<file path="config.mk">
export PLATFORM = sky130hd
export DESIGN_NAME = jtag_dtm
export DESIGN_NICKNAME = d
export VERILOG_FILES = /design/src/common/dbg_pkg.sv /design/src/jtag_dtm/jtag_dtm.sv
export VERILOG_INCLUDE_DIRS = /design/src /design/src/common
export SDC_FILE = /design/constraint.sdc
export NUM_CORES = 1
export LEC_CHECK = 0
export BUFFER_PORTS_ARGS = -buffer_cell sky130_fd_sc_hd__buf_2
export CAP_MARGIN = 15
export CORE_MARGIN = 4
export CORE_UTILIZATION = 50
export DETAILED_ROUTE_END_ITERATION = 6
export PLACE_DENSITY = 0.75
export SLEW_MARGIN = 20
export SYNTH_ARGS = -nofsm -noshare
export SYNTH_HDL_FRONTEND = slang
export SYNTH_SLANG_ARGS = --single-unit
export TNS_END_PERCENT = 50
</file>
<file path="constraint.sdc">
create_clock -name clk -period 3.38 [get_ports clk]
set_clock_uncertainty 0.2 [all_clocks]
set_input_delay 0.338 -clock clk [delete_from_list [all_inputs] [get_ports clk]]
set_output_delay 0.338 -clock clk [all_outputs]
set_load 0.03 [all_outputs]
</file>
<file path="src/common/dbg_config.svh">
`ifndef DBG_CONFIG_SVH
`define DBG_CONFIG_SVH

// tap idcode, bit 0 must be 1
`define DBG_IDCODE 32'h1000_0DB3

// instruction register width
`define DBG_IR_W 5

// dmi address width, also reported in dtmcs.abits
`define DBG_ABITS 7

// system memory size in 32-bit words
`define DBG_MEM_WORDS 1024

// cycles the hart stub needs to halt or resume
`define DBG_HALT_DELAY 4

`endif

</file>
<file path="src/common/dbg_pkg.sv">
`include "dbg_config.svh"

package dbg_pkg;

    typedef logic [31:0]             addr_t;
    typedef logic [31:0]             data_t;
    typedef logic [`DBG_ABITS-1:0]   dmaddr_t;
    typedef logic [1:0]              dmi_op_t;

    localparam dmi_op_t DMI_OP_NOP   = 2'd0;
    localparam dmi_op_t DMI_OP_READ  = 2'd1;
    localparam dmi_op_t DMI_OP_WRITE = 2'd2;

    typedef enum logic [3:0] {
        TAP_RESET,
        TAP_IDLE,
        TAP_SEL_DR,
        TAP_CAP_DR,
        TAP_SHIFT_DR,
        TAP_EXIT1_DR,
        TAP_PAUSE_DR,
        TAP_EXIT2_DR,
        TAP_UPD_DR,
        TAP_SEL_IR,
        TAP_CAP_IR,
        TAP_SHIFT_IR,
        TAP_EXIT1_IR,
        TAP_PAUSE_IR,
        TAP_EXIT2_IR,
        TAP_UPD_IR
    } tap_state_t;

    typedef enum logic [1:0] {
        SB_IDLE,
        SB_ISSUE,
        SB_WAIT
    } sb_state_t;

endpackage

</file>
<file path="src/jtag_dtm/jtag_dtm.sv">
`include "dbg_config.svh"

module jtag_dtm import dbg_pkg::*; (
    input  logic    clk,
    input  logic    rst_n,
    input  logic    tck,
    input  logic    tms,
    input  logic    tdi,
    output logic    tdo,
    output logic    dmi_req,
    output dmaddr_t dmi_addr,
    output data_t   dmi_wdata,
    output dmi_op_t dmi_op,
    input  logic    dmi_resp,
    input  data_t   dmi_rdata
);

    localparam int DMI_W = `DBG_ABITS + 34;

    localparam logic [`DBG_IR_W-1:0] IR_IDCODE = 'h01;
    localparam logic [`DBG_IR_W-1:0] IR_DTMCS  = 'h10;
    localparam logic [`DBG_IR_W-1:0] IR_DMI    = 'h11;

    // abits in 9:4, idle 1 in 14:12, version 1
    localparam data_t DTMCS_VAL = {17'd0, 3'd1, 2'd0, 6'(`DBG_ABITS), 4'd1};

    logic [2:0]             tck_sync;
    logic                   tck_rise;
    logic                   tck_fall;
    tap_state_t             tap_q;
    tap_state_t             tap_next;
    logic [`DBG_IR_W-1:0]   ir;
    logic [`DBG_IR_W-1:0]   ir_sr;
    logic [DMI_W-1:0]       dr_sr;
    data_t                  resp_data;
    logic                   dmi_update;

    // two sync flops plus one for edge detection
    assign tck_rise = tck_sync[1] & ~tck_sync[2];
    assign tck_fall = ~tck_sync[1] & tck_sync[2];

    assign dmi_update = tck_rise && (tap_q == TAP_UPD_DR) && (ir == IR_DMI);

    always_comb begin
        case (tap_q)
            TAP_RESET:    tap_next = tms ? TAP_RESET    : TAP_IDLE;
            TAP_IDLE:     tap_next = tms ? TAP_SEL_DR   : TAP_IDLE;
            TAP_SEL_DR:   tap_next = tms ? TAP_SEL_IR   : TAP_CAP_DR;
            TAP_CAP_DR:   tap_next = tms ? TAP_EXIT1_DR : TAP_SHIFT_DR;
            TAP_SHIFT_DR: tap_next = tms ? TAP_EXIT1_DR : TAP_SHIFT_DR;
            TAP_EXIT1_DR: tap_next = tms ? TAP_UPD_DR   : TAP_PAUSE_DR;
            TAP_PAUSE_DR: tap_next = tms ? TAP_EXIT2_DR : TAP_PAUSE_DR;
            TAP_EXIT2_DR: tap_next = tms ? TAP_UPD_DR   : TAP_SHIFT_DR;
            TAP_UPD_DR:   tap_next = tms ? TAP_SEL_DR   : TAP_IDLE;
            TAP_SEL_IR:   tap_next = tms ? TAP_RESET    : TAP_CAP_IR;
            TAP_CAP_IR:   tap_next = tms ? TAP_EXIT1_IR : TAP_SHIFT_IR;
            TAP_SHIFT_IR: tap_next = tms ? TAP_EXIT1_IR : TAP_SHIFT_IR;
            TAP_EXIT1_IR: tap_next = tms ? TAP_UPD_IR   : TAP_PAUSE_IR;
            TAP_PAUSE_IR: tap_next = tms ? TAP_EXIT2_IR : TAP_PAUSE_IR;
            TAP_EXIT2_IR: tap_next = tms ? TAP_UPD_IR   : TAP_SHIFT_IR;
            TAP_UPD_IR:   tap_next = tms ? TAP_SEL_DR   : TAP_IDLE;
            default:      tap_next = TAP_RESET;
        endcase
    end

    always_ff @(posedge clk) begin
        if (!rst_n) begin
            tck_sync <= '0;
            tap_q    <= TAP_RESET;
            ir       <= IR_IDCODE;
            tdo      <= 1'b0;
            dmi_req  <= 1'b0;
        end else begin
            tck_sync <= {tck_sync[1:0], tck};
            dmi_req  <= 1'b0;
            if (tck_rise) begin
                tap_q <= tap_next;
                if (tap_q == TAP_RESET) begin
                    ir <= IR_IDCODE;
                end else if (tap_q == TAP_UPD_IR) begin
                    ir <= ir_sr;
                end
            end
            if (dmi_update) begin
                dmi_req <= (dr_sr[1:0] == DMI_OP_READ) || (dr_sr[1:0] == DMI_OP_WRITE);
            end
            // tdo moves on the falling side, sampled by the master before the next rise
            if (tck_fall) begin
                if (tap_q == TAP_SHIFT_IR) begin
                    tdo <= ir_sr[0];
                end else if (tap_q == TAP_SHIFT_DR) begin
                    tdo <= dr_sr[0];
                end else begin
                    tdo <= 1'b0;
                end
            end
        end
    end

    always_ff @(posedge clk) begin
        if (tck_rise) begin
            case (tap_q)
                TAP_CAP_IR: ir_sr <= 'b1;
                TAP_SHIFT_IR: ir_sr <= {tdi, ir_sr[`DBG_IR_W-1:1]};
                TAP_CAP_DR: begin
                    case (ir)
                        IR_IDCODE: dr_sr <= DMI_W'(`DBG_IDCODE);
                        IR_DTMCS:  dr_sr <= DMI_W'(DTMCS_VAL);
                        // last response, op status always 0
                        IR_DMI:    dr_sr <= {dmi_addr, resp_data, 2'b00};
                        default:   dr_sr <= '0;
                    endcase
                end
                TAP_SHIFT_DR: begin
                    case (ir)
                        IR_IDCODE, IR_DTMCS: dr_sr[31:0] <= {tdi, dr_sr[31:1]};
                        IR_DMI:              dr_sr <= {tdi, dr_sr[DMI_W-1:1]};
                        default:             dr_sr[0] <= tdi;
                    endcase
                end
                default: ;
            endcase
        end
        if (dmi_update) begin
            dmi_addr  <= dr_sr[DMI_W-1:34];
            dmi_wdata <= dr_sr[33:2];
            dmi_op    <= dr_sr[1:0];
        end
        if (dmi_resp) begin
            resp_data <= dmi_rdata;
        end
    end

endmodule

</file>
==> impl_metrics.yaml <==
outcome:
  outcome: "finished, final reports clean"
logic_synthesis:
  synth_seq_cells: 133
  syn_nets: 407
  yosys_warnings: 0
  yosysUniqueCellTypes: 40
  yosysSeqAreaShare: 0.7577
  synthCells: 369
  syn-cell-area_sq_mm: 0.005086
  synth_area_per_cell_sq_um: 13.78
floorplanning:
  pin_count: 81
  die-height_um: 108.9
  core-area_sq_mm: 0.009819
  initial_core_util: 0.5180
  rows: 36
  die_w_um: 108.9
  die_area_sq_mm: 0.01185
layout:
  drive_gt1_frac: 0.2490
  antenna_cells: 0
  areaGrowthSynthToFinish_pct: 29.18
  n_fill_cell: 682
  final_cell_area_sq_mm: 0.006570
  final_cell_mix: "edfxtp_1 (119), buf_2 (80), nand2_1 (79)"
  regArea_sq_mm: 0.003854
  final_common_cell: "edfxtp_1"
  final_core_util: 0.6691
  multi_input_area_sq_mm: 0.001144
  fin_nets: 527
timing:
  slew_headroom: 0.4901
  hold_violations: 0
  min_period_ns: 2.619
  max_freq_mhz: 381.8
  fin_tns_setup_ns: 0
  rsz0062_at_grt: "false"
  setup_violations: 0
  fin_crit_sh: 0.7749
  slew_violations: 0
  worstMarginPinSlew_ns: 0.7649
grt:
  antenna_found_initial: 0
  grt_overflow: 0
  grt_pass1_wl_mm: 17.13
  grt_pass1_vias: 3343
  track_usage: 0.1942
  grt_max_degree: 55
placed_design:
  port_buffers: 80
  dp_hpwl_mm: 6.275
  place_area_sq_mm: 0.005629
  gp_congestion: 0.7635
power:
  powerDensity_mw_per_mm2: 565.3
  ir_drop_mv: 0.4618
  power.leakage_nw: 2.416
setup_path:
  slowest_delay_ns: 0.67
  arrival_ns: 2.64
  rr_endpoint: "dmi_addr[1]"
  r2r-start: "ir[1]"
  setup.worst_path.start_class: "register"
  reg2reg_depth: 4
  cpMaxStageDelayCell: "nor2_4"
  r2r_slack_ns: 0.76
  crit_buf_inv: 1
  worstPathMaxFanout: 23
  end_kind: "register"
  cp.required_ns: 3.40
  cpLargestDelayFamily: "simple AND/OR/NAND/NOR gates"
  crit_type: "reg -> reg"
  path_cells: "nor3_1 > nand3_1 > nor2_4 > buf_12"
clock_tree:
  clk_latency_ns: 0.52
  cts_buffers: 17
  cts_max_level: 4
  cts_resized: 0
  clockBufferDepth: 2
  ctsHoldBuffers: 36
  cts_tree: "built"
  cts.sinks: 133
  cts_root_buf: "clkbuf_8"
  cts_setup_buffers: 0
  path_clk_slew_ns: 0.06
min_path:
  min_from: "tck_sync[0]"
  holdPathEnd: "tck_sync[1]"
  worstHoldPathType: "reg -> reg"
  whs_path_depth: 1
detailed_routing:
  dr.pass1.iters: 6
  routed_via_density: 5.320
  drt.antenna.violating_nets: 0
  vias: 3378
  first_iter_violations: 267
  wl_per_cell_um: 16.86
  finalWirelength_mm: 10.71
  route.detailed.drc: 0
run:
  max-cap-violations: 0
flip-flops by register name, summed over array words and instances (netlist names):
register   count
dmi_addr       7
dmi_op         2
ir             5
tap_q          4
ir_sr          5
tdo            1
dmi_wdata     32
dmi_req        1
resp_data     32
dr_sr         41
tck_sync       3
report_power, final:
part           switching [mW]  internal [mW]  total (mW)
combinational          0.0441         0.0563       0.100
clock                   0.724           1.07        1.79
sequential             0.0157           1.81        1.82
total                   0.784           2.93        3.71
metal layers:
layer	up-vias	GRT usage	part of all wire
met5	-	0	0
met4	0	0.08025	0.021
met3	22	0.05329	0.068
met2	152	0.3195	0.51
met1	1608	0.2442	0.40
li1	1596	-	-
synth_stat cells:
| library cell | number | share of area |
|---|---|---|
| a21o_1 | 1 | 0.0015 |
| and3_1 | 3 | 0.0037 |
| and2_1 | 7 | 0.0086 |
| buf_6 | 1 | 0.0022 |
| clkbuf_1 | 9 | 0.0066 |
| nand2_1 | 79 | 0.058 |
| o21ai_1 | 5 | 0.0049 |
| nor3_2 | 1 | 0.0020 |
| nand3_1 | 5 | 0.0049 |
| o221a_2 | 1 | 0.0022 |
| edfxtp_1 | 119 | 0.70 |
| or4_1 | 1 | 0.0015 |
| xnor2_1 | 1 | 0.0017 |
| nor2b_4 | 1 | 0.0027 |
| xor2_1 | 1 | 0.0017 |
| a22oi_1 | 5 | 0.0074 |
| mux2i_1 | 2 | 0.0039 |
| o41ai_1 | 1 | 0.0017 |
| o21ai_2 | 1 | 0.0017 |
| nor4b_4 | 1 | 0.0047 |
| or4b_1 | 1 | 0.0020 |
| nor2b_1 | 15 | 0.018 |
| or3b_1 | 1 | 0.0017 |
| o31ai_1 | 8 | 0.012 |
| o21a_1 | 1 | 0.0015 |
| buf_2 | 10 | 0.0098 |
| o22ai_1 | 1 | 0.0012 |
| nor2_1 | 9 | 0.0066 |
| nand4_1 | 3 | 0.0037 |
| a21oi_1 | 10 | 0.0098 |
| o211ai_1 | 1 | 0.0015 |
| nand2b_1 | 4 | 0.0049 |
| a31oi_1 | 3 | 0.0037 |
| clkbuf_2 | 1 | 0.00098 |
| a2111oi_0 | 2 | 0.0034 |
| o21ai_0 | 33 | 0.032 |
| nor3_1 | 4 | 0.0039 |
| inv_1 | 2 | 0.0015 |
| or2_2 | 1 | 0.0012 |
| dfxtp_1 | 14 | 0.055 |
area by class of cell:
class,count,share of cell area
timing repair buffer,122,0.1245
tap,133,0.02533
sequential,133,0.5866
clock buffer,17,0.06304
clock inverter,15,0.02533
inverter,2,0.001143
multi-input combinational,213,0.1741
logic make-up (layout without fill, tap and decap cells):
kind of cell | after synthesis | after routing | share of synthesized area
flops | 133 | 133 | 0.7577
buf+inv | 23 | 156 | 0.02116
xor+xnor | 2 | 2 | 0.003445
compound gates | 73 | 73 | 0.08488
mux | 2 | 2 | 0.003936
simple gates | 136 | 136 | 0.1289
how the worst max path moves through the flow:
stage / start / end / slack [ns] / depth (start not counted)
after detailed placement: ir[1] / dmi_addr[3] / 0.79 / 4
after global routing: ir[1] / dmi_addr[4] / 0.59 / 4
final: ir[1] / dmi_addr[1] / 0.76 / 4
after CTS: ir[1] / dmi_addr[3] / 0.78 / 4
after floorplan: ir[1] / dmi_addr[0] / 0.12 / 3
after global placement: ir[1] / dmi_wdata[31] / 0.84 / 4
metrics by stage:
| stage | instances | hold WS (ns) | setup slack, ns | total power [mW] |
|---|---|---|---|---|
| floorplan | 369 | 0.2119 | 0.1185 | 1.883 |
| finish | 635 | 0.2351 | 0.7607 | 3.714 |
| global placement | 567 | 0.2162 | 0.8396 | 1.920 |
| global route | 635 | 0.2549 | 0.5931 | 3.829 |
| detailed placement | 567 | 0.2241 | 0.7922 | 1.923 |
| CTS | 635 | 0.2280 | 0.7822 | 3.730 |
(Power assumes the default switching activity.)
