`src/common/dbg_config.svh`:
```
`ifndef DBG_CONFIG_SVH
`define DBG_CONFIG_SVH

// tap idcode, bit 0 must be 1
`define DBG_IDCODE 32'h1000_0DB3

// instruction register width
`define DBG_IR_W 5

// dmi address width, also reported in dtmcs.abits
`define DBG_ABITS 7

// system memory size in 32-bit words
`define DBG_MEM_WORDS 1024

// cycles the hart stub needs to halt or resume
`define DBG_HALT_DELAY 4

`endif

```
`src/common/dbg_pkg.sv`:
```
`include "dbg_config.svh"

package dbg_pkg;

    typedef logic [31:0]             addr_t;
    typedef logic [31:0]             data_t;
    typedef logic [`DBG_ABITS-1:0]   dmaddr_t;
    typedef logic [1:0]              dmi_op_t;

    localparam dmi_op_t DMI_OP_NOP   = 2'd0;
    localparam dmi_op_t DMI_OP_READ  = 2'd1;
    localparam dmi_op_t DMI_OP_WRITE = 2'd2;

    typedef enum logic [3:0] {
        TAP_RESET,
        TAP_IDLE,
        TAP_SEL_DR,
        TAP_CAP_DR,
        TAP_SHIFT_DR,
        TAP_EXIT1_DR,
        TAP_PAUSE_DR,
        TAP_EXIT2_DR,
        TAP_UPD_DR,
        TAP_SEL_IR,
        TAP_CAP_IR,
        TAP_SHIFT_IR,
        TAP_EXIT1_IR,
        TAP_PAUSE_IR,
        TAP_EXIT2_IR,
        TAP_UPD_IR
    } tap_state_t;

    typedef enum logic [1:0] {
        SB_IDLE,
        SB_ISSUE,
        SB_WAIT
    } sb_state_t;

endpackage

```
`src/debug_module/debug_module.sv`:
```
`include "dbg_config.svh"

module debug_module import dbg_pkg::*; (
    input  logic    clk,
    input  logic    rst_n,
    input  logic    dmi_req,
    input  dmaddr_t dmi_addr,
    input  data_t   dmi_wdata,
    input  dmi_op_t dmi_op,
    output logic    dmi_resp,
    output data_t   dmi_rdata,
    output logic    mem_req,
    output logic    mem_we,
    output addr_t   mem_addr,
    output data_t   mem_wdata,
    input  data_t   mem_rdata
);

    localparam dmaddr_t A_DMCONTROL  = 'h10;
    localparam dmaddr_t A_DMSTATUS   = 'h11;
    localparam dmaddr_t A_SBCS       = 'h38;
    localparam dmaddr_t A_SBADDRESS0 = 'h39;
    localparam dmaddr_t A_SBDATA0    = 'h3C;

    localparam int CNT_W = $clog2(`DBG_HALT_DELAY + 1);

    logic               dmactive;
    logic               haltreq;
    logic               resumereq;
    logic [19:0]        hartsel;
    logic [19:0]        hart_index;
    logic               hart_ok;
    logic               halted;
    logic               resumeack;
    logic [CNT_W-1:0]   hart_cnt;
    logic               halt_pend;
    logic               resume_pend;
    logic               sbreadonaddr;
    sb_state_t          sb_state;
    logic               sb_we;
    addr_t              sbaddress0;
    data_t              sbdata0;
    logic               dm_wr;
    logic               dm_rd;
    logic               reg_wr;
    data_t              dmcontrol_rd;
    data_t              dmstatus_rd;
    data_t              sbcs_rd;
    data_t              rd_mux;

    assign dm_wr = dmi_req && (dmi_op == DMI_OP_WRITE);
    assign dm_rd = dmi_req && (dmi_op == DMI_OP_READ);

    // bus registers only take writes while active and not busy
    assign reg_wr = dm_wr && dmactive && (sb_state == SB_IDLE);

    // 25:16 is hartsello, 15:6 is hartselhi
    assign hart_index = {hartsel[9:0], hartsel[19:10]};
    assign hart_ok    = (hart_index == 20'd1);

    assign halt_pend   = haltreq && hart_ok && !halted;
    assign resume_pend = resumereq && !haltreq && hart_ok && halted;

    assign dmcontrol_rd = {haltreq, resumereq, 4'd0, hartsel, 5'd0, dmactive};

    always_comb begin
        dmstatus_rd      = '0;
        dmstatus_rd[3:0] = 4'd2;
        dmstatus_rd[7]   = 1'b1;
        if (hart_ok) begin
            dmstatus_rd[17:16] = {2{resumeack}};
            dmstatus_rd[11:10] = {2{!halted}};
            dmstatus_rd[9:8]   = {2{halted}};
        end else begin
            dmstatus_rd[15:14] = 2'b11;
        end
    end

    // sbversion 1, 32-bit access, 32-bit address
    assign sbcs_rd = {3'd1, 7'd0, (sb_state != SB_IDLE), sbreadonaddr, 3'd2,
                      5'd0, 7'd32, 5'b00100};

    always_comb begin
        case (dmi_addr)
            A_DMCONTROL:  rd_mux = dmcontrol_rd;
            A_DMSTATUS:   rd_mux = dmstatus_rd;
            A_SBCS:       rd_mux = sbcs_rd;
            A_SBADDRESS0: rd_mux = sbaddress0;
            A_SBDATA0:    rd_mux = sbdata0;
            default:      rd_mux = '0;
        endcase
    end

    always_ff @(posedge clk) begin
        if (!rst_n) begin
            dmi_resp     <= 1'b0;
            dmactive     <= 1'b0;
            haltreq      <= 1'b0;
            resumereq    <= 1'b0;
            hartsel      <= '0;
            halted       <= 1'b0;
            resumeack    <= 1'b0;
            hart_cnt     <= '0;
            sbreadonaddr <= 1'b0;
            sb_state     <= SB_IDLE;
        end else begin
            dmi_resp <= dmi_req;
            if (dm_wr && dmi_addr == A_DMCONTROL) begin
                dmactive <= dmi_wdata[0];
                // the activating write only sets dmactive
                if (dmactive && dmi_wdata[0]) begin
                    haltreq   <= dmi_wdata[31];
                    resumereq <= dmi_wdata[30];
                    hartsel   <= dmi_wdata[25:6];
                    if (dmi_wdata[31]) begin
                        resumeack <= 1'b0;
                    end
                end else begin
                    haltreq   <= 1'b0;
                    resumereq <= 1'b0;
                    hartsel   <= '0;
                end
            end
            // hart stub countdown
            if (halt_pend || resume_pend) begin
                if (hart_cnt == CNT_W'(`DBG_HALT_DELAY - 1)) begin
                    hart_cnt <= '0;
                    halted   <= halt_pend;
                    if (resume_pend) begin
                        resumeack <= 1'b1;
                    end
                end else begin
                    hart_cnt <= hart_cnt + 1'b1;
                end
            end else begin
                hart_cnt <= '0;
            end
            if (reg_wr && dmi_addr == A_SBCS) begin
                sbreadonaddr <= dmi_wdata[20];
            end
            case (sb_state)
                SB_IDLE: begin
                    if (reg_wr && (dmi_addr == A_SBDATA0 ||
                                   (dmi_addr == A_SBADDRESS0 && sbreadonaddr))) begin
                        sb_state <= SB_ISSUE;
                    end
                end
                SB_ISSUE: sb_state <= SB_WAIT;
                SB_WAIT:  sb_state <= SB_IDLE;
                default:  sb_state <= SB_IDLE;
            endcase
        end
    end

    always_ff @(posedge clk) begin
        dmi_rdata <= dm_rd ? rd_mux : '0;
        if (reg_wr && dmi_addr == A_SBADDRESS0) begin
            sbaddress0 <= dmi_wdata;
            sb_we      <= 1'b0;
        end
        if (reg_wr && dmi_addr == A_SBDATA0) begin
            sbdata0 <= dmi_wdata;
            sb_we   <= 1'b1;
        end
        // read data lands one cycle after the strobe
        if (sb_state == SB_WAIT && !sb_we) begin
            sbdata0 <= mem_rdata;
        end
    end

    assign mem_req   = (sb_state == SB_ISSUE);
    assign mem_we    = sb_we;
    assign mem_addr  = sbaddress0;
    assign mem_wdata = sbdata0;

endmodule

```
`config.mk`:
```
export PLATFORM = sky130hd
export DESIGN_NAME = debug_module
export DESIGN_NICKNAME = d
export VERILOG_FILES = /design/src/common/dbg_pkg.sv /design/src/debug_module/debug_module.sv
export VERILOG_INCLUDE_DIRS = /design/src /design/src/common
export SDC_FILE = /design/constraint.sdc
export NUM_CORES = 1
export LEC_CHECK = 0
export BUFFER_PORTS_ARGS = -buffer_cell sky130_fd_sc_hd__buf_2
export CORE_MARGIN = 4
export CORE_UTILIZATION = 50
export CTS_CLUSTER_SIZE = 25
export DETAILED_ROUTE_END_ITERATION = 12
export MAX_ROUTING_LAYER = met4
export PLACE_DENSITY = 0.85
export SKIP_LAST_GASP = 1
export SLEW_MARGIN = 20
export SYNTH_ARGS = -nofsm -noshare
export SYNTH_HDL_FRONTEND = slang
export SYNTH_SLANG_ARGS = --single-unit
```
`constraint.sdc`:
```
create_clock -name clk -period 3.3 [get_ports clk]
set_clock_uncertainty 0.05 [all_clocks]
set_input_delay 0.66 -clock clk [delete_from_list [all_inputs] [get_ports clk]]
set_output_delay 0.66 -clock clk [all_outputs]
set_load 0.05 [all_outputs]
```
==> impl_table.tex, run 1 <==
\begin{tabular}{lr}
\hline
Metric & Value \\
\hline
\multicolumn{2}{l}{\textbf{Outcome}} \\
Result of the run & completed \\
\multicolumn{2}{l}{\textbf{Logic synthesis}} \\
Most repeated cell in the gate-level netlist after synthesis & sky130\_fd\_sc\_hd\_\_dfxtp\_1 \\
Largest area contributor in the netlist & sky130\_fd\_sc\_hd\_\_edfxtp\_1 \\
Sequential share of the synthesized area & 0.608 \\
Largest family of logic cells by synthesized area & simple AND/OR/NAND/NOR gates \\
Post-synthesis share of cell area spent on xor and xnor gates & 0 \\
Compound-cell area share of the yosys netlist & 0.130 \\
Gate count of the mapped netlist & 444 \\
Post-synthesis simple-gate area fraction & 0.149 \\
Post-Synth Adder-Cell Area & 0.00472 \\
Share of flip-flops with an asynchronous set or reset & 0 \\
Number of enable-type register cells in the synthesized netlist & 64 \\
Synth area leaders & sky130\_fd\_sc\_hd\_\_edfxtp\_1, sky130\_fd\_sc\_hd\_\_dfxtp\_1, sky130\_fd\_sc\_hd\_\_mux2\_2, sky130\_fd\_sc\_hd\_\_a22oi\_1, sky130\_fd\_sc\_hd\_\_nand2\_1 \\
Post-synth net total & 522 \\
Average cell area after synthesis & 11.9 um\^{}2 \\
Share of the synthesized area in the top cell type & 0.362 \\
Ys flop type & sky130\_fd\_sc\_hd\_\_dfxtp\_1 \\
Share of synthesized area spent on multiplexers & 0.0658 \\
Area of the mapped netlist & roughly 5300 um\^{}2 \\
Post-synth cell types & 50 \\
Ranking of synthesized cells by instance count & sky130\_fd\_sc\_hd\_\_dfxtp\_1, sky130\_fd\_sc\_hd\_\_edfxtp\_1, sky130\_fd\_sc\_hd\_\_nand2\_1 \\
Synthesis Warnings & 0 \\
Register bit count reported by yosys & 129 \\
\multicolumn{2}{l}{\textbf{STA}} \\
Number of pins exceeding their max-slew limit in the final report & 0 \\
Setup-violating endpoint count in the final report & 0 \\
Final hold viol count & 0 \\
Setup repair after global routing missed its margin & false \\
Setup TNS & 0 ns \\
Setup slack of the critical path after layout & roughly 1.1 ns \\
Final hold slack & 0.291 ns \\
Worst-Margin Slew & between 0.7 and 0.8 ns \\
Final critical delay including setup and external delays & around 2.2 ns \\
Max Freq & 465 MHz \\
Final Cycle Share & 0.652 \\
Tightest slew margin relative to the limit & 0.470 \\
\multicolumn{2}{l}{\textbf{CTS}} \\
H-tree levels & 4 \\
TritonCTS clock tree & built \\
Worst-path clk slew & $\sim$0.06 ns \\
Inserted Clock Buffers & 17 \\
Root Buffer & sky130\_fd\_sc\_hd\_\_clkbuf\_8 \\
Post-CTS Repair Setup Buffers & 0 \\
Post-CTS Hold Fix Bufs & 0 \\
Later-pin clock latency in the skew report & 0.51 ns \\
Largest buffer count on any clock path & 2 \\
Sinks on the clock net & between 100 and 150 \\
Resized Gates After CTS & 0 \\
\multicolumn{2}{l}{\textbf{Flow run}} \\
Max-cap violation count & 0 \\
\multicolumn{2}{l}{\textbf{Layout}} \\
Final Cell Area & between 6000 and 7000 um\^{}2 \\
Finished Core Util & 0.664 \\
Area added between synthesis and finish & 29.2\% \\
Total area of multi-input combinational cells & between 1500 and 2000 um\^{}2 \\
Total inserted antenna cells & 0 \\
Fillcell total & between 700 and 800 \\
Layout Nets & around 700 \\
Number of cells in the finished layout apart from fillers & 768 \\
Register cell area after layout & 3220 um\^{}2 \\
Fraction of final layout cells with drive strength greater than 1 & 0.407 \\
\multicolumn{2}{l}{\textbf{Setup path}} \\
Cells along the critical path & nor2b\_1 > buf\_2 \\
Startpoint type of the worst setup path & flop \\
Crit path kind & flop to output port \\
Stage delay of the slowest cell on the critical path & about 0.38 ns \\
Worst setup EP type & output port \\
Data arrival at the endpoint of the critical path & 1.44 ns \\
Critical path data required time & about 2.6 ns \\
Worst setup slack for register-to-register paths & around 1.4 ns \\
Slowest cell on the critical path & sky130\_fd\_sc\_hd\_\_dfxtp\_1 \\
CP max FO & 3 \\
\multicolumn{2}{l}{\textbf{Floorplan}} \\
Core Rows & 37 \\
Top-level port count & 175 \\
Vertical extent of the die & between 100 and 150 um \\
Floorplan Core Area & between 10000 and 15000 um\^{}2 \\
Chip width & between 100 and 150 um \\
Die ar. & between 10000 and 15000 um\^{}2 \\
Initial Util & 0.514 \\
\multicolumn{2}{l}{\textbf{Detailed routing}} \\
Overall routed net length & between 15 and 20 mm \\
Drt pass-1 iters & 5 \\
Routed via count & 4329 \\
Count of nets left with antenna violations after detail routing & 0 \\
Wire length per cell after detailed routing & approximately 20 um \\
Number of DRC markers after the initial detailed-route iteration & $\sim$370 \\
DRC viols & 0 \\
Routed via count divided by cell count & roughly 5.6 \\
\multicolumn{2}{l}{\textbf{Placement}} \\
Cell count after placement & approximately 740 \\
Placed inst area & 6270 um\^{}2 \\
GPL Wtd Cong & about 0.9 \\
Post-placement worst setup slack & 0.852 ns \\
DP Wirelength & around 11 mm \\
I/O Buffers & between 150 and 200 \\
\multicolumn{2}{l}{\textbf{Pwr}} \\
Largest vdd supply drop & 0.293 mV \\
Leakage Power & about 2.7 nW \\
P per Cell Area & 532 nW/um\^{}2 \\
Overall power & approximately 3.6 mW \\
\multicolumn{2}{l}{\textbf{Global route}} \\
Global Route Usage Sum & 0.260 \\
Wire length of the first global-routing pass & approximately 25 mm \\
Vias in the first global route & roughly 4500 \\
Maximum number of pins on one net before global-route repair & 34 \\
Total overflow reported by the global router & 0 \\
Number of antenna violations at the first check in global routing & 0 \\
\multicolumn{2}{l}{\textbf{Min path}} \\
Worst hold-check path type & primary input to flop \\
\hline
\end{tabular}
critical path, delay by kind of cell (launching register included):
family	cells	cell delay, ns
DFF	1	0.38
buffers and inverters	1	0.31
and+or+nand+nor	1	0.24
cell families after synthesis:
group	after synthesis
AND/OR/NAND/NOR	143
adder cells (fa/ha/maj)	2
AO/OA/AOI/OAI	103
multiplexers	31
buffers and inverters	36
flip-flops	129
placed cells by master (no fill, tap or decap), types with 2 or more instances in the layout:
cell | netlist | final
sky130_fd_sc_hd__buf_2 | 8 | 174
sky130_fd_sc_hd__dfxtp_1 | 65 | 65
sky130_fd_sc_hd__edfxtp_1 | 64 | 64
sky130_fd_sc_hd__nand2_1 | 45 | 45
sky130_fd_sc_hd__mux2_2 | 31 | 31
sky130_fd_sc_hd__a21oi_1 | 27 | 27
sky130_fd_sc_hd__nand3_1 | 26 | 26
sky130_fd_sc_hd__a22oi_1 | 25 | 25
sky130_fd_sc_hd__a21boi_1 | 21 | 21
sky130_fd_sc_hd__nor2_1 | 16 | 16
sky130_fd_sc_hd__clkbuf_16 | 0 | 16
sky130_fd_sc_hd__buf_4 | 8 | 11
sky130_fd_sc_hd__and3_1 | 10 | 10
sky130_fd_sc_hd__o21ai_0 | 10 | 10
sky130_fd_sc_hd__inv_1 | 5 | 5
sky130_fd_sc_hd__nor2b_1 | 5 | 5
sky130_fd_sc_hd__nand4_1 | 5 | 5
sky130_fd_sc_hd__nand3b_1 | 5 | 5
sky130_fd_sc_hd__a21boi_0 | 4 | 4
sky130_fd_sc_hd__a22o_1 | 4 | 4
sky130_fd_sc_hd__clkinv_2 | 0 | 4
sky130_fd_sc_hd__nor3_1 | 3 | 3
sky130_fd_sc_hd__and4_1 | 3 | 3
sky130_fd_sc_hd__and2_1 | 4 | 3
sky130_fd_sc_hd__nor4_1 | 3 | 3
sky130_fd_sc_hd__clkinvlp_4 | 0 | 3
sky130_fd_sc_hd__bufinv_16 | 0 | 3
sky130_fd_sc_hd__nor4_4 | 2 | 2
sky130_fd_sc_hd__or4_1 | 2 | 2
sky130_fd_sc_hd__nand2b_1 | 3 | 2
sky130_fd_sc_hd__o21bai_1 | 2 | 2
sky130_fd_sc_hd__a31oi_1 | 2 | 2
sky130_fd_sc_hd__ha_1 | 2 | 2
sky130_fd_sc_hd__inv_6 | 0 | 2
sky130_fd_sc_hd__clkinv_1 | 0 | 2
sky130_fd_sc_hd__buf_12 | 0 | 2
area by class of cell:
cell class,instances,area share
inverter,5,0.00274
multi-input combinational,279,0.273
clock inverter,15,0.0243
sequential,129,0.470
timing repair buffer,187,0.145
clock buffer,17,0.0604
tap,136,0.0248
per-layer routing:
metal / wire, um / global-route usage / up-vias
met5: 0 / - / -
met4: 203 / 0.0706 / 0
met3: 1160 / 0.0671 / 21
met2: 7610 / 0.424 / 201
met1: 6390 / 0.323 / 2104
li1: - / - / 2003
report_power, final:
group / leakage, nW / internal [mW] / switching (mW)
logic: 1.30 / 0.0623 / 0.0678
clock network: 0.279 / 1.14 / 0.696
registers: 1.10 / 1.68 / 0.000411
worst paths after layout:
kind                               startpoint             to  cells after the start
worst max-delay path              sb_state[0]        mem_req                      2
worst min-delay path            dmi_wdata[28]   mem_addr[28]                      1
worst max register to register         mem_we  mem_wdata[29]                      4
worst min register to register    hart_cnt[0]    hart_cnt[0]                      1
flip-flops by register name, indices dropped and copies added (netlist names), 2 cells and up:
| name | flops |
|---|---|
| dmi_rdata | 32 |
| mem_addr | 32 |
| mem_wdata | 32 |
| hartsel | 20 |
| hart_cnt | 3 |
| sb_state | 2 |
(Power assumes the default switching activity.)
==> run 2: changes to the inputs <==
--- a/config.mk
+++ b/config.mk
@@ -8,11 +8,11 @@
 export LEC_CHECK = 0
 export BUFFER_PORTS_ARGS = -buffer_cell sky130_fd_sc_hd__buf_2
 export CORE_MARGIN = 4
-export CORE_UTILIZATION = 50
+export CORE_UTILIZATION = 46
 export CTS_CLUSTER_SIZE = 25
 export DETAILED_ROUTE_END_ITERATION = 12
 export MAX_ROUTING_LAYER = met4
-export PLACE_DENSITY = 0.85
+export PLACE_DENSITY = 0.83
 export SKIP_LAST_GASP = 1
 export SLEW_MARGIN = 20
 export SYNTH_ARGS = -nofsm -noshare
==> constraint.sdc (replaced) <==
create_clock -name clk -period 1.79 [get_ports clk]
set_clock_uncertainty 0.05 [all_clocks]
set_input_delay 0.358 -clock clk [delete_from_list [all_inputs] [get_ports clk]]
set_output_delay 0.358 -clock clk [all_outputs]
set_load 0.05 [all_outputs]
==> run 2 against run 1 <==
  * Critical path depth increased by 2
  * Non-clock buffer count increased by 21
  * Wire length increased by 1.4%
  * Sequential share of layout area decreased by 1.1 points
  * Count of clock-buffer cells in the layout increased by 8
  * Utilization decreased by 3.0 points
  * Largest cell class unchanged
  * Largest power group is now sequential cells
  * Highest routed layer unchanged
==> impl_table.tex, run 2 (synthesis results as in run 1) <==
\begin{tabular}{lr}
\hline
Metric & Value \\
\hline
\multicolumn{2}{l}{\textbf{CTS}} \\
H-tree levels & 4 \\
Sinks on the clock net & roughly 130 \\
Post-CTS Repair Setup Buffers & 0 \\
Post-CTS Hold Fix Bufs & 0 \\
Largest buffer count on any clock path & 2 \\
TritonCTS clock tree & built \\
Root Buffer & sky130\_fd\_sc\_hd\_\_clkbuf\_16 \\
Worst-path clk slew & $\sim$0.05 ns \\
Inserted Clock Buffers & 17 \\
Resized Gates After CTS & 0 \\
Later-pin clock latency in the skew report & $\sim$0.42 ns \\
\multicolumn{2}{l}{\textbf{Pwr}} \\
Clock group share of total power & 0.480 \\
Total internal power & between 5 and 6 mW \\
P per Cell Area & 920 nW/um\^{}2 \\
Sequential share of power & 0.480 \\
Overall power & $\sim$6.5 mW \\
Net switching power & roughly 1.3 mW \\
Leakage Power & approximately 2.8 nW \\
Logic gate share of total power & 0.040 \\
Switching Fraction & 0.201 \\
Largest vdd supply drop & roughly 0.82 mV \\
\multicolumn{2}{l}{\textbf{STA}} \\
Number of pins exceeding their max-slew limit in the final report & 0 \\
Final critical delay including setup and external delays & between 1.5 and 2 ns \\
Max Freq & approximately 580 MHz \\
Setup TNS & 0 ns \\
Setup-violating endpoint count in the final report & 0 \\
Worst-Margin Slew & approximately 0.36 ns \\
Setup slack of the critical path after layout & $\sim$0.067 ns \\
Setup repair after global routing missed its margin & false \\
Final Cycle Share & 0.962 \\
Final hold viol count & 0 \\
Tightest slew margin relative to the limit & 0.758 \\
\multicolumn{2}{l}{\textbf{Setup path}} \\
Startpoint type of the worst setup path & flop \\
Critical path data required time & 2.08 ns \\
Crit path kind & flop to flop \\
Stage delay of the slowest cell on the critical path & approximately 0.58 ns \\
Slowest cell on the critical path & sky130\_fd\_sc\_hd\_\_or4\_1 \\
Worst setup EP type & flop \\
Top cell family by delay on the critical path & simple AND/OR/NAND/NOR gates \\
Critical path buffers and inverters & 0 \\
Cells along the critical path & or4\_1 > nor2\_4 > nand4\_1 > a21oi\_1 \\
Data arrival at the endpoint of the critical path & 2.01 ns \\
CP max FO & 8 \\
\multicolumn{2}{l}{\textbf{Floorplan}} \\
Initial Util & 0.479 \\
Die ar. & 13300 um\^{}2 \\
Vertical extent of the die & roughly 120 um \\
Floorplan Core Area & $\sim$11000 um\^{}2 \\
Core Rows & 38 \\
Chip width & 115 um \\
Top-level port count & between 150 and 200 \\
\multicolumn{2}{l}{\textbf{Detailed routing}} \\
Routed via count divided by cell count & between 5 and 6 \\
Overall routed net length & 15.6 mm \\
Routed via count & around 4400 \\
Number of DRC markers after the initial detailed-route iteration & 317 \\
DRC viols & 0 \\
Wire length per cell after detailed routing & roughly 20 um \\
Count of nets left with antenna violations after detail routing & 0 \\
Drt pass-1 iters & 5 \\
\multicolumn{2}{l}{\textbf{Global route}} \\
Maximum number of pins on one net before global-route repair & 34 \\
Total overflow reported by the global router & 0 \\
Vias in the first global route & about 4500 \\
Wire length of the first global-routing pass & about 24 mm \\
Global Route Usage Sum & 0.248 \\
Number of antenna violations at the first check in global routing & 0 \\
\multicolumn{2}{l}{\textbf{Placement}} \\
GPL Wtd Cong & 0.916 \\
DP Wirelength & approximately 11 mm \\
I/O Buffers & $\sim$170 \\
Placed inst area & around 6500 um\^{}2 \\
Post-placement worst setup slack & -0.0495 ns \\
\multicolumn{2}{l}{\textbf{Layout}} \\
Final Cell Area & approximately 7000 um\^{}2 \\
Layout Nets & slightly above 700 \\
Most frequent cells in the layout & sky130\_fd\_sc\_hd\_\_buf\_2, sky130\_fd\_sc\_hd\_\_dfxtp\_1, sky130\_fd\_sc\_hd\_\_edfxtp\_1 \\
Most common cell after layout, fill and taps aside & sky130\_fd\_sc\_hd\_\_buf\_2 \\
Fraction of final layout cells with drive strength greater than 1 & 0.420 \\
Finished Core Util & 0.634 \\
Total inserted antenna cells & 0 \\
Area added between synthesis and finish & 32.3\% \\
\multicolumn{2}{l}{\textbf{Outcome}} \\
Result of the run & completed \\
\multicolumn{2}{l}{\textbf{Min path}} \\
Worst hold-check path type & primary input to flop \\
\multicolumn{2}{l}{\textbf{Flow run}} \\
Max-cap violation count & 0 \\
\hline
\end{tabular}
==> run 2: cell types whose count changed in the layout (fill, tap and decap cells not counted), sizes merged <==
cell	before	now
clkbuf	17	25
clkinvlp	3	0
buf	187	208
clkinv	7	6
bufinv	3	1
inv	7	5
==> run 2: metal layers <==
metal,routed length [um],share of wire,vias to the layer above,track usage
met2,7690,0.49,204,0.414
met4,216,0.014,0,0.0751
li1,-,-,2048,-
met1,6500,0.42,2121,0.298
met5,0,0,-,-
met3,1160,0.075,21,0.0616
==> run 2: final cells by class <==
cell class	instances	area, um^2
clock buffers	25	465
fillers	891	4060
repair buffers	208	1200
flip-flops and latches	129	3220
inverters	5	18.8
multi-input cells	279	1870
clock inverters	7	60.1
well taps	140	175
==> run 2: worst paths after layout <==
kind | startpoint | end | slack (ns) | depth (start not counted)
setup reg to reg | hartsel[19] | dmi_rdata[16] | 0.07 | 4
setup / recovery | hartsel[19] | dmi_rdata[16] | 0.07 | 4
hold reg to reg | hart_cnt[0] | hart_cnt[0] | 0.39 | 1
hold / removal | dmi_wdata[5] | mem_addr[5] | 0.09 | 1
==> run 2: power by group through the flow <==
stage,clock [mW],combinational [mW],sequential [mW]
3_5_place_dp,0,0.258,3.16
4_1_cts,3.15,0.260,3.10
6_report,3.10,0.260,3.10
3_3_place_gp,0,0.253,3.16
5_1_grt,3.30,0.282,3.10
2_1_floorplan,0,0.102,3.16
==> run 2: through the flow <==
stage                     hold slack (ns)  cells
after floorplan                     0.349    444
after global placement              0.357    761
after detailed placement            0.381    761
after CTS                          0.0655    793
after global routing               0.0601    793
final                              0.0852    793
